$ cat src/kd_wb_pkg.sv
package kd_wb_pkg;

    localparam int DATA_WIDTH = 11;
    localparam int PATCH_SIZE = 5;
    // 26 by 19 query patches
    localparam int NUM_QUERYS = 494;
    localparam int LEAF_SIZE  = 8;
    localparam int NUM_LEAVES = 64;
    localparam int PATCH_W    = DATA_WIDTH * PATCH_SIZE;

    typedef logic [31:0]                     wb_word_t;
    typedef logic [PATCH_W-1:0]              patch_t;
    typedef logic [63:0]                     leaf_word_t;
    typedef logic [$clog2(NUM_QUERYS)-1:0]   qaddr_t;
    typedef logic [$clog2(NUM_LEAVES)-1:0]   leaf_addr_t;
    typedef logic [$clog2(LEAF_SIZE)-1:0]    bank_sel_t;

    localparam wb_word_t ADDR_MASK      = 32'hFFFF_0000;
    localparam wb_word_t MODE_ADDR      = 32'h3000_0000;
    localparam wb_word_t DEBUG_ADDR     = 32'h3000_0004;
    localparam wb_word_t DONE_ADDR      = 32'h3000_0008;
    localparam wb_word_t FSM_START_ADDR = 32'h3000_000C;
    localparam wb_word_t FSM_DONE_ADDR  = 32'h3000_0010;
    localparam wb_word_t LOAD_DONE_ADDR = 32'h3000_0014;
    localparam wb_word_t SEND_DONE_ADDR = 32'h3000_0018;
    localparam wb_word_t CFG_DONE_ADDR  = 32'h3000_001C;
    localparam wb_word_t QUERY_BASE     = 32'h3001_0000;
    localparam wb_word_t LEAF_BASE      = 32'h3002_0000;

    typedef struct packed {
        logic       cyc;
        logic       stb;
        logic       we;
        logic [3:0] sel;
        wb_word_t   adr;
        wb_word_t   dat;
    } wb_req_t;

    typedef struct packed {
        logic     ack;
        wb_word_t dat;
    } wb_rsp_t;

    typedef struct packed {
        logic   csb;
        logic   web;
        qaddr_t addr;
        patch_t wdata;
    } qmem_port_t;

    // csb and web are active low per bank masks
    typedef struct packed {
        logic [LEAF_SIZE-1:0] csb;
        logic [LEAF_SIZE-1:0] web;
        leaf_addr_t           addr;
        leaf_word_t           wdata;
    } leaf_port_t;

    typedef struct packed {
        logic fsm_done;
        logic load_done;
        logic send_done;
    } acc_done_t;

    typedef struct packed {
        logic mode;
        logic debug;
        logic done;
        logic cfg_done;
        logic fsm_start;
    } ctrl_regs_t;

    typedef enum logic [1:0] {
        Idle,
        ReadMem,
        RegMemRead,
        Ack
    } wbs_state_t;

endpackage

$ cat src/wbs_ctrl.sv
`timescale 1ns/1ns

module wbs_ctrl (
    input  logic                   wb_clk_i,
    input  logic                   wb_rst_i,
    input  kd_wb_pkg::wb_req_t     wb_req_i,
    input  kd_wb_pkg::acc_done_t   acc_done_i,
    input  kd_wb_pkg::patch_t      qmem_rdata_i,
    input  kd_wb_pkg::leaf_word_t  leaf_rdata_i,
    output kd_wb_pkg::wb_rsp_t     wb_rsp_o,
    output kd_wb_pkg::ctrl_regs_t  ctrl_o,
    output kd_wb_pkg::qmem_port_t  qmem_o,
    output kd_wb_pkg::leaf_port_t  leaf_o
);

    import kd_wb_pkg::*;

    wbs_state_t state_q;
    wbs_state_t state_d;

    wb_req_t    req_q;
    wb_word_t   lower_q;
    logic       accept;
    logic       wr_q;
    logic       ack_q;
    logic       ack_d;
    wb_word_t   dat_q;
    wb_word_t   rd_word;
    logic       dat_en;
    logic       is_query;
    logic       is_leaf;
    bank_sel_t  bank;
    ctrl_regs_t ctrl_q;
    acc_done_t  flags_q;

    assign accept   = (state_q == Idle) && wb_req_i.cyc && wb_req_i.stb;
    assign is_query = (req_q.adr & ADDR_MASK) == QUERY_BASE;
    assign is_leaf  = (req_q.adr & ADDR_MASK) == LEAF_BASE;
    assign bank     = req_q.adr[5:3];

    assign wb_rsp_o.ack = ack_q;
    assign wb_rsp_o.dat = dat_q;
    assign ctrl_o       = ctrl_q;

    always_ff @(posedge wb_clk_i or posedge wb_rst_i) begin
        if (wb_rst_i) begin
            state_q <= Idle;
        end else begin
            state_q <= state_d;
        end
    end

    always_comb begin
        state_d = state_q;
        ack_d   = 1'b0;
        dat_en  = 1'b0;

        qmem_o.csb   = 1'b1;
        qmem_o.web   = 1'b1;
        qmem_o.addr  = req_q.adr[11:3];
        // the high write carries the top 23 bits of the patch
        qmem_o.wdata = {req_q.dat[PATCH_W-33:0], lower_q};

        leaf_o.csb   = '1;
        leaf_o.web   = '1;
        leaf_o.addr  = req_q.adr[11:6];
        leaf_o.wdata = {req_q.dat, lower_q};

        case (state_q)
            Idle: begin
                if (accept) begin
                    state_d = wb_req_i.we ? Ack : ReadMem;
                    ack_d   = wb_req_i.we;
                end
            end
            ReadMem: begin
                state_d = RegMemRead;
                if (is_query) begin
                    qmem_o.csb = 1'b0;
                end else if (is_leaf) begin
                    leaf_o.csb[bank] = 1'b0;
                end
            end
            RegMemRead: begin
                state_d = Ack;
                ack_d   = 1'b1;
                dat_en  = 1'b1;
            end
            Ack: begin
                state_d = Idle;
                // 64-bit word is committed on the write to the upper half
                if (req_q.we && req_q.adr[2]) begin
                    if (is_query) begin
                        qmem_o.csb = 1'b0;
                        qmem_o.web = 1'b0;
                    end else if (is_leaf) begin
                        leaf_o.csb[bank] = 1'b0;
                        leaf_o.web[bank] = 1'b0;
                    end
                end
            end
            default: begin
                state_d = Idle;
            end
        endcase
    end

    // read word from memory data or status flags
    always_comb begin
        rd_word = '0;
        if (is_query) begin
            rd_word = req_q.adr[2] ? wb_word_t'(qmem_rdata_i[PATCH_W-1:32])
                                   : qmem_rdata_i[31:0];
        end else if (is_leaf) begin
            rd_word = req_q.adr[2] ? leaf_rdata_i[63:32] : leaf_rdata_i[31:0];
        end else if (req_q.adr == FSM_DONE_ADDR) begin
            rd_word = {31'd0, flags_q.fsm_done};
        end else if (req_q.adr == LOAD_DONE_ADDR) begin
            rd_word = {31'd0, flags_q.load_done};
        end else if (req_q.adr == SEND_DONE_ADDR) begin
            rd_word = {31'd0, flags_q.send_done};
        end
    end

    always_ff @(posedge wb_clk_i or posedge wb_rst_i) begin
        if (wb_rst_i) begin
            req_q <= '0;
            wr_q  <= 1'b0;
        end else begin
            wr_q <= accept && wb_req_i.we;
            if (accept) begin
                req_q <= wb_req_i;
            end
        end
    end

    // data of the previous accepted request is the low half of a 64-bit write
    always_ff @(posedge wb_clk_i) begin
        if (accept) begin
            lower_q <= req_q.dat;
        end
    end

    always_ff @(posedge wb_clk_i or posedge wb_rst_i) begin
        if (wb_rst_i) begin
            ack_q <= 1'b0;
            dat_q <= '0;
        end else begin
            ack_q <= ack_d;
            if (dat_en) begin
                dat_q <= rd_word;
            end
        end
    end

    always_ff @(posedge wb_clk_i or posedge wb_rst_i) begin
        if (wb_rst_i) begin
            ctrl_q <= '0;
        end else begin
            ctrl_q.fsm_start <= wr_q && (req_q.adr == FSM_START_ADDR);
            if (wr_q) begin
                case (req_q.adr)
                    MODE_ADDR:     ctrl_q.mode     <= req_q.dat[0];
                    DEBUG_ADDR:    ctrl_q.debug    <= req_q.dat[0];
                    DONE_ADDR:     ctrl_q.done     <= req_q.dat[0];
                    CFG_DONE_ADDR: ctrl_q.cfg_done <= req_q.dat[0];
                    default: ;
                endcase
            end
        end
    end

    // a bus write clears a sticky flag ahead of a pulse setting it
    always_ff @(posedge wb_clk_i or posedge wb_rst_i) begin
        if (wb_rst_i) begin
            flags_q <= '0;
        end else begin
            if (wr_q && (req_q.adr == FSM_DONE_ADDR)) begin
                flags_q.fsm_done <= 1'b0;
            end else if (acc_done_i.fsm_done) begin
                flags_q.fsm_done <= 1'b1;
            end
            if (wr_q && (req_q.adr == LOAD_DONE_ADDR)) begin
                flags_q.load_done <= 1'b0;
            end else if (acc_done_i.load_done) begin
                flags_q.load_done <= 1'b1;
            end
            if (wr_q && (req_q.adr == SEND_DONE_ADDR)) begin
                flags_q.send_done <= 1'b0;
            end else if (acc_done_i.send_done) begin
                flags_q.send_done <= 1'b1;
            end
        end
    end

endmodule

$ cat config.mk
export PLATFORM = sky130hd
export DESIGN_NAME = wbs_ctrl
export DESIGN_NICKNAME = d
export VERILOG_FILES = /design/src/kd_wb_pkg.sv /design/src/wbs_ctrl.sv
export SDC_FILE = /design/constraint.sdc
export NUM_CORES = 1
export LEC_CHECK = 0
export BUFFER_PORTS_ARGS = -buffer_cell sky130_fd_sc_hd__buf_2
export CAP_MARGIN = 20
export CELL_PAD_IN_SITES_DETAIL_PLACEMENT = 1
export CELL_PAD_IN_SITES_GLOBAL_PLACEMENT = 2
export CORE_ASPECT_RATIO = 0.8
export CORE_MARGIN = 3
export CORE_UTILIZATION = 28
export DETAILED_ROUTE_END_ITERATION = 16
export HOLD_SLACK_MARGIN = 0.06
export PLACE_DENSITY = 0.9
export SLEW_MARGIN = 0
export SYNTH_ARGS = -nofsm -noshare
export SYNTH_HDL_FRONTEND = slang
export SYNTH_SLANG_ARGS = --single-unit
$ cat constraint.sdc
create_clock -name wb_clk_i -period 6.3 [get_ports wb_clk_i]
set_input_delay 0 -clock wb_clk_i [delete_from_list [all_inputs] [get_ports wb_clk_i]]
set_output_delay 0 -clock wb_clk_i [all_outputs]
set_load 0.01 [all_outputs]
==> flow_summary.rst <==
.. list-table::
   :header-rows: 1

   * - Metric
     - Value
   * - Critical path startpoint category
     - flip-flop
   * - Simple-gate portion of the synthesized area
     - 15.6%
   * - Via count
     - 6536
   * - Mux share of post-synthesis cell area
     - 13.6%
   * - Fraction of final layout cells with drive strength greater than 1
     - 41.7%
   * - Sequential fraction of design power
     - 38.0%
   * - Total global routing overflow
     - 0
   * - Estimated wirelength of the detail-placed design
     - 17300 µm
   * - Post-synthesis compound-gate area fraction
     - 4.38%
   * - Core box area
     - 0.0246 mm²
   * - Distinct cell type count after synthesis
     - 42
   * - Yosys top cell by area
     - sky130_fd_sc_hd__dfrtp_1
   * - Synthesized area
     - 0.00711 mm²
   * - WL final
     - 26600 µm
   * - Worst setup skew after layout
     - 10.6 ps
   * - Setup repair after global routing missed its margin
     - no
   * - Final-report hold violation count
     - 0
   * - Area grow syn2layout
     - 48.3%
   * - Cts repair resizes
     - 0
   * - Transition time at the pin with the least slew margin
     - 1060 ps
   * - Switching share of power
     - 37.3%
   * - Worst vdd rail ir drop
     - 167 µV
   * - Clock transition time at the flip-flop clock pins of the worst setup and hold paths
     - 70 ps
   * - Die Ht
     - 149 µm
   * - DRC errors left
     - 0
   * - XOR/XNOR Fraction of Synth Area
     - 0%
   * - Final Critical Period
     - 3380 ps
   * - Setup TNS
     - 0 ps
   * - Most used flip-flop cell after synthesis
     - sky130_fd_sc_hd__dfrtp_1
   * - Most frequent cells in the layout
     - sky130_fd_sc_hd__buf_2, sky130_fd_sc_hd__nand2_1, sky130_fd_sc_hd__dlygate4sd3_1, sky130_fd_sc_hd__dfrtp_1, sky130_fd_sc_hd__mux2i_1
   * - Hold/Removal Path Class
     - primary input to flip-flop
   * - Gp weighted congestion
     - 0.781
   * - Starting Density
     - 28.9%
   * - Vias in the first global route
     - 7131
   * - P per Cell Area
     - 358 mW/mm²
   * - Detailed-route wire length per cell
     - 18.5 µm
   * - I/O pin count
     - 385
   * - Buffer depth of the longest clock path
     - 2
   * - Number of storage elements in the synthesis netlist
     - 141
   * - Fin crit share
     - 53.7%
   * - Number of cell rows
     - 51
   * - Proportion of synthesized chip area in sequential cells
     - 51.9%
   * - IO Port Bufs
     - 380
   * - Net switching power
     - 1410 µW
   * - Internal power
     - 2360 µW
   * - Critical setup path kind
     - flip-flop to flip-flop
   * - Post-synthesis async set-or-reset flop share
     - 77.3%
   * - Final design instance area without fill
     - 0.0105 mm²
   * - Synthesized area per cell
     - 10.2 µm²
   * - Number of nets produced by synthesis
     - 894
   * - Area contributors post-synth
     - sky130_fd_sc_hd__dfrtp_1, sky130_fd_sc_hd__edfxtp_1, sky130_fd_sc_hd__buf_4, sky130_fd_sc_hd__nand2_1, sky130_fd_sc_hd__mux2i_1
   * - Arrival time reported for the critical path endpoint
     - 3690 ps
   * - Synthesized netlist cell count
     - 694
   * - Placement Cell Area
     - 0.00856 mm²
   * - Vias per inst
     - 4.56
   * - Area share of fa/ha/maj cells after synthesis
     - 0.880%
   * - Later-pin clock latency in the skew report
     - 420 ps
   * - Violation count after the first detailed-routing iteration
     - 227
   * - Tot GR Track Use
     - 18.9%
   * - Combinational family with the most area after synthesis
     - simple AND/OR/NAND/NOR gates
   * - Endpoint required time on the critical path
     - 6610 ps
   * - Number of antenna violations at the first check in global routing
     - 1
   * - Worst R2R Path Depth
     - 8
   * - Max-cap violations
     - 0
   * - TritonCTS clock tree
     - built
   * - Number of enable flip-flop cells after synthesis
     - 32
   * - CP max FO
     - 65
   * - Die ar.
     - 0.0274 mm²
   * - First-pass iteration count of the detailed router
     - 4
   * - Clock root buffer master
     - sky130_fd_sc_hd__clkbuf_16
   * - Result of the run
     - completed
   * - Cts hold-fix bufs
     - 140
   * - Final Net Count
     - 1302
   * - Post-route core utilization
     - 42.8%
   * - Fraction of synthesized cell area taken by the top area cell type
     - 38.4%
   * - Die Wd
     - 184 µm
   * - Max-slew headroom at the worst pin
     - 29.6%
   * - Number of buffers created by CTS
     - 17
   * - Highest achievable clock rate
     - 296 MHz
   * - Clock Sink Count
     - 141
   * - Max H-tree Level
     - 4
   * - Number of nets with antenna violations after detailed routing
     - 0
   * - Kind of capture point of the worst setup path
     - flip-flop
   * - Clock power share
     - 26.9%
   * - LEAKAGE
     - 0.00545 µW
   * - Depth of the worst hold-timing path
     - 4
   * - Post CTS Setup Buffer Count
     - 0
   * - Most common library cell in the layout ignoring fill and taps
     - sky130_fd_sc_hd__buf_2
   * - Number of warnings reported in the yosys synthesis log
     - 0
   * - Combinational share of power
     - 35.1%
   * - Final-report setup violation count
     - 0
   * - Fin. max-slew vios
     - 0
   * - Pin count of the biggest net entering global routing
     - 66
   * - Wire length of the first global-routing pass
     - 40200 µm
stage by stage:
stage                     hold WS (ps)  instances  setup WS [ps]  power (µW)
after global routing              70.8       1434           2550        4030
final                             80.6       1434           2920        3770
after detailed placement           193       1261           2810        2650
after global placement             190       1261           2850        2600
after CTS                         65.8       1433           2780        3800
after floorplan                    105        694           3430        2440
worst max-delay path: stages, from the launching register on:
cell                       delay, ps
sky130_fd_sc_hd__dfrtp_1         420
sky130_fd_sc_hd__inv_1           100
sky130_fd_sc_hd__ha_1            220
sky130_fd_sc_hd__nand3_2          60
sky130_fd_sc_hd__buf_4           540
sky130_fd_sc_hd__clkinv_2        770
sky130_fd_sc_hd__buf_4           560
sky130_fd_sc_hd__and2_1          280
sky130_fd_sc_hd__or2_2           270
cells in the mapped netlist (all sizes together) (2+ instances only):
cell type,n
o21ai,4
o22ai,22
nor2b,3
nand2,204
mux2,35
nor4,6
nor3b,2
or4,4
a21oi,4
ha,5
nor3,4
or2,3
nor4bb,2
nor4b,2
dfrtp,109
nor2,10
o32ai,9
nand3,7
edfxtp,32
buf,111
nand4,4
clkbuf,27
inv,16
mux2i,57
power by group through the flow:
stage	sequential (µW)	combinational [µW]	clock (µW)
2_1_floorplan	1370	1070	0
3_3_place_gp	1430	1170	0
3_5_place_dp	1450	1200	0
4_1_cts	1440	1320	1050
5_1_grt	1480	1460	1090
6_report	1430	1320	1010
metal layers:
layer | vias up | part of all wire [%] | GRT usage [%]
met3 | 45 | 5.5 | 4.50
met2 | 235 | 52 | 34.7
met1 | 3203 | 40 | 21.7
met4 | 0 | 2.2 | 6.35
met5 | - | 0 | 0
li1 | 3053 | - | -
cell type report:
type                       count  area, µm²
clock buffer                  17        425
inverter                      16       63.8
multi-input combinational    399       2450
fill                        2832      14100
sequential                   141       3690
tap                          318        398
clock inverter                15        154
timing repair buffer         527       3360
antenna                        1       2.50
path summary, 6_finish.rpt:
check | start | slack (ps) | endpoint
max reg2reg | state_q[1] | 2920 | ack_q
max | state_q[1] | 2920 | ack_q
max in group asynchronous | wb_rst_i | 4680 | req_q[34]
min | leaf_rdata_i[3] | 80 | dat_q[3]
min in group asynchronous | wb_rst_i | 320 | leaf_o[34]
min reg2reg | req_q[44] | 470 | req_q[44]
cells by family (layout without fill, tap and decap cells):
group / Yosys count / count (layout)
buffers and inverters: 154 / 575
DFF: 141 / 141
muxes: 92 / 92
other: 0 / 1
and+or+nand+nor: 256 / 256
adders and majority gates: 5 / 5
AOI/OAI and AO/OA: 46 / 46
flip-flops by register name, indices dropped and copies added, names as in the netlist:
signal   cells
qmem_o       3
state_q      2
req_q       24
ack_q        1
dat_q       32
lower_q     32
wr_q         1
ctrl_o       5
leaf_o      38
flags_q      3
Power figures use the tool's default switching activity.
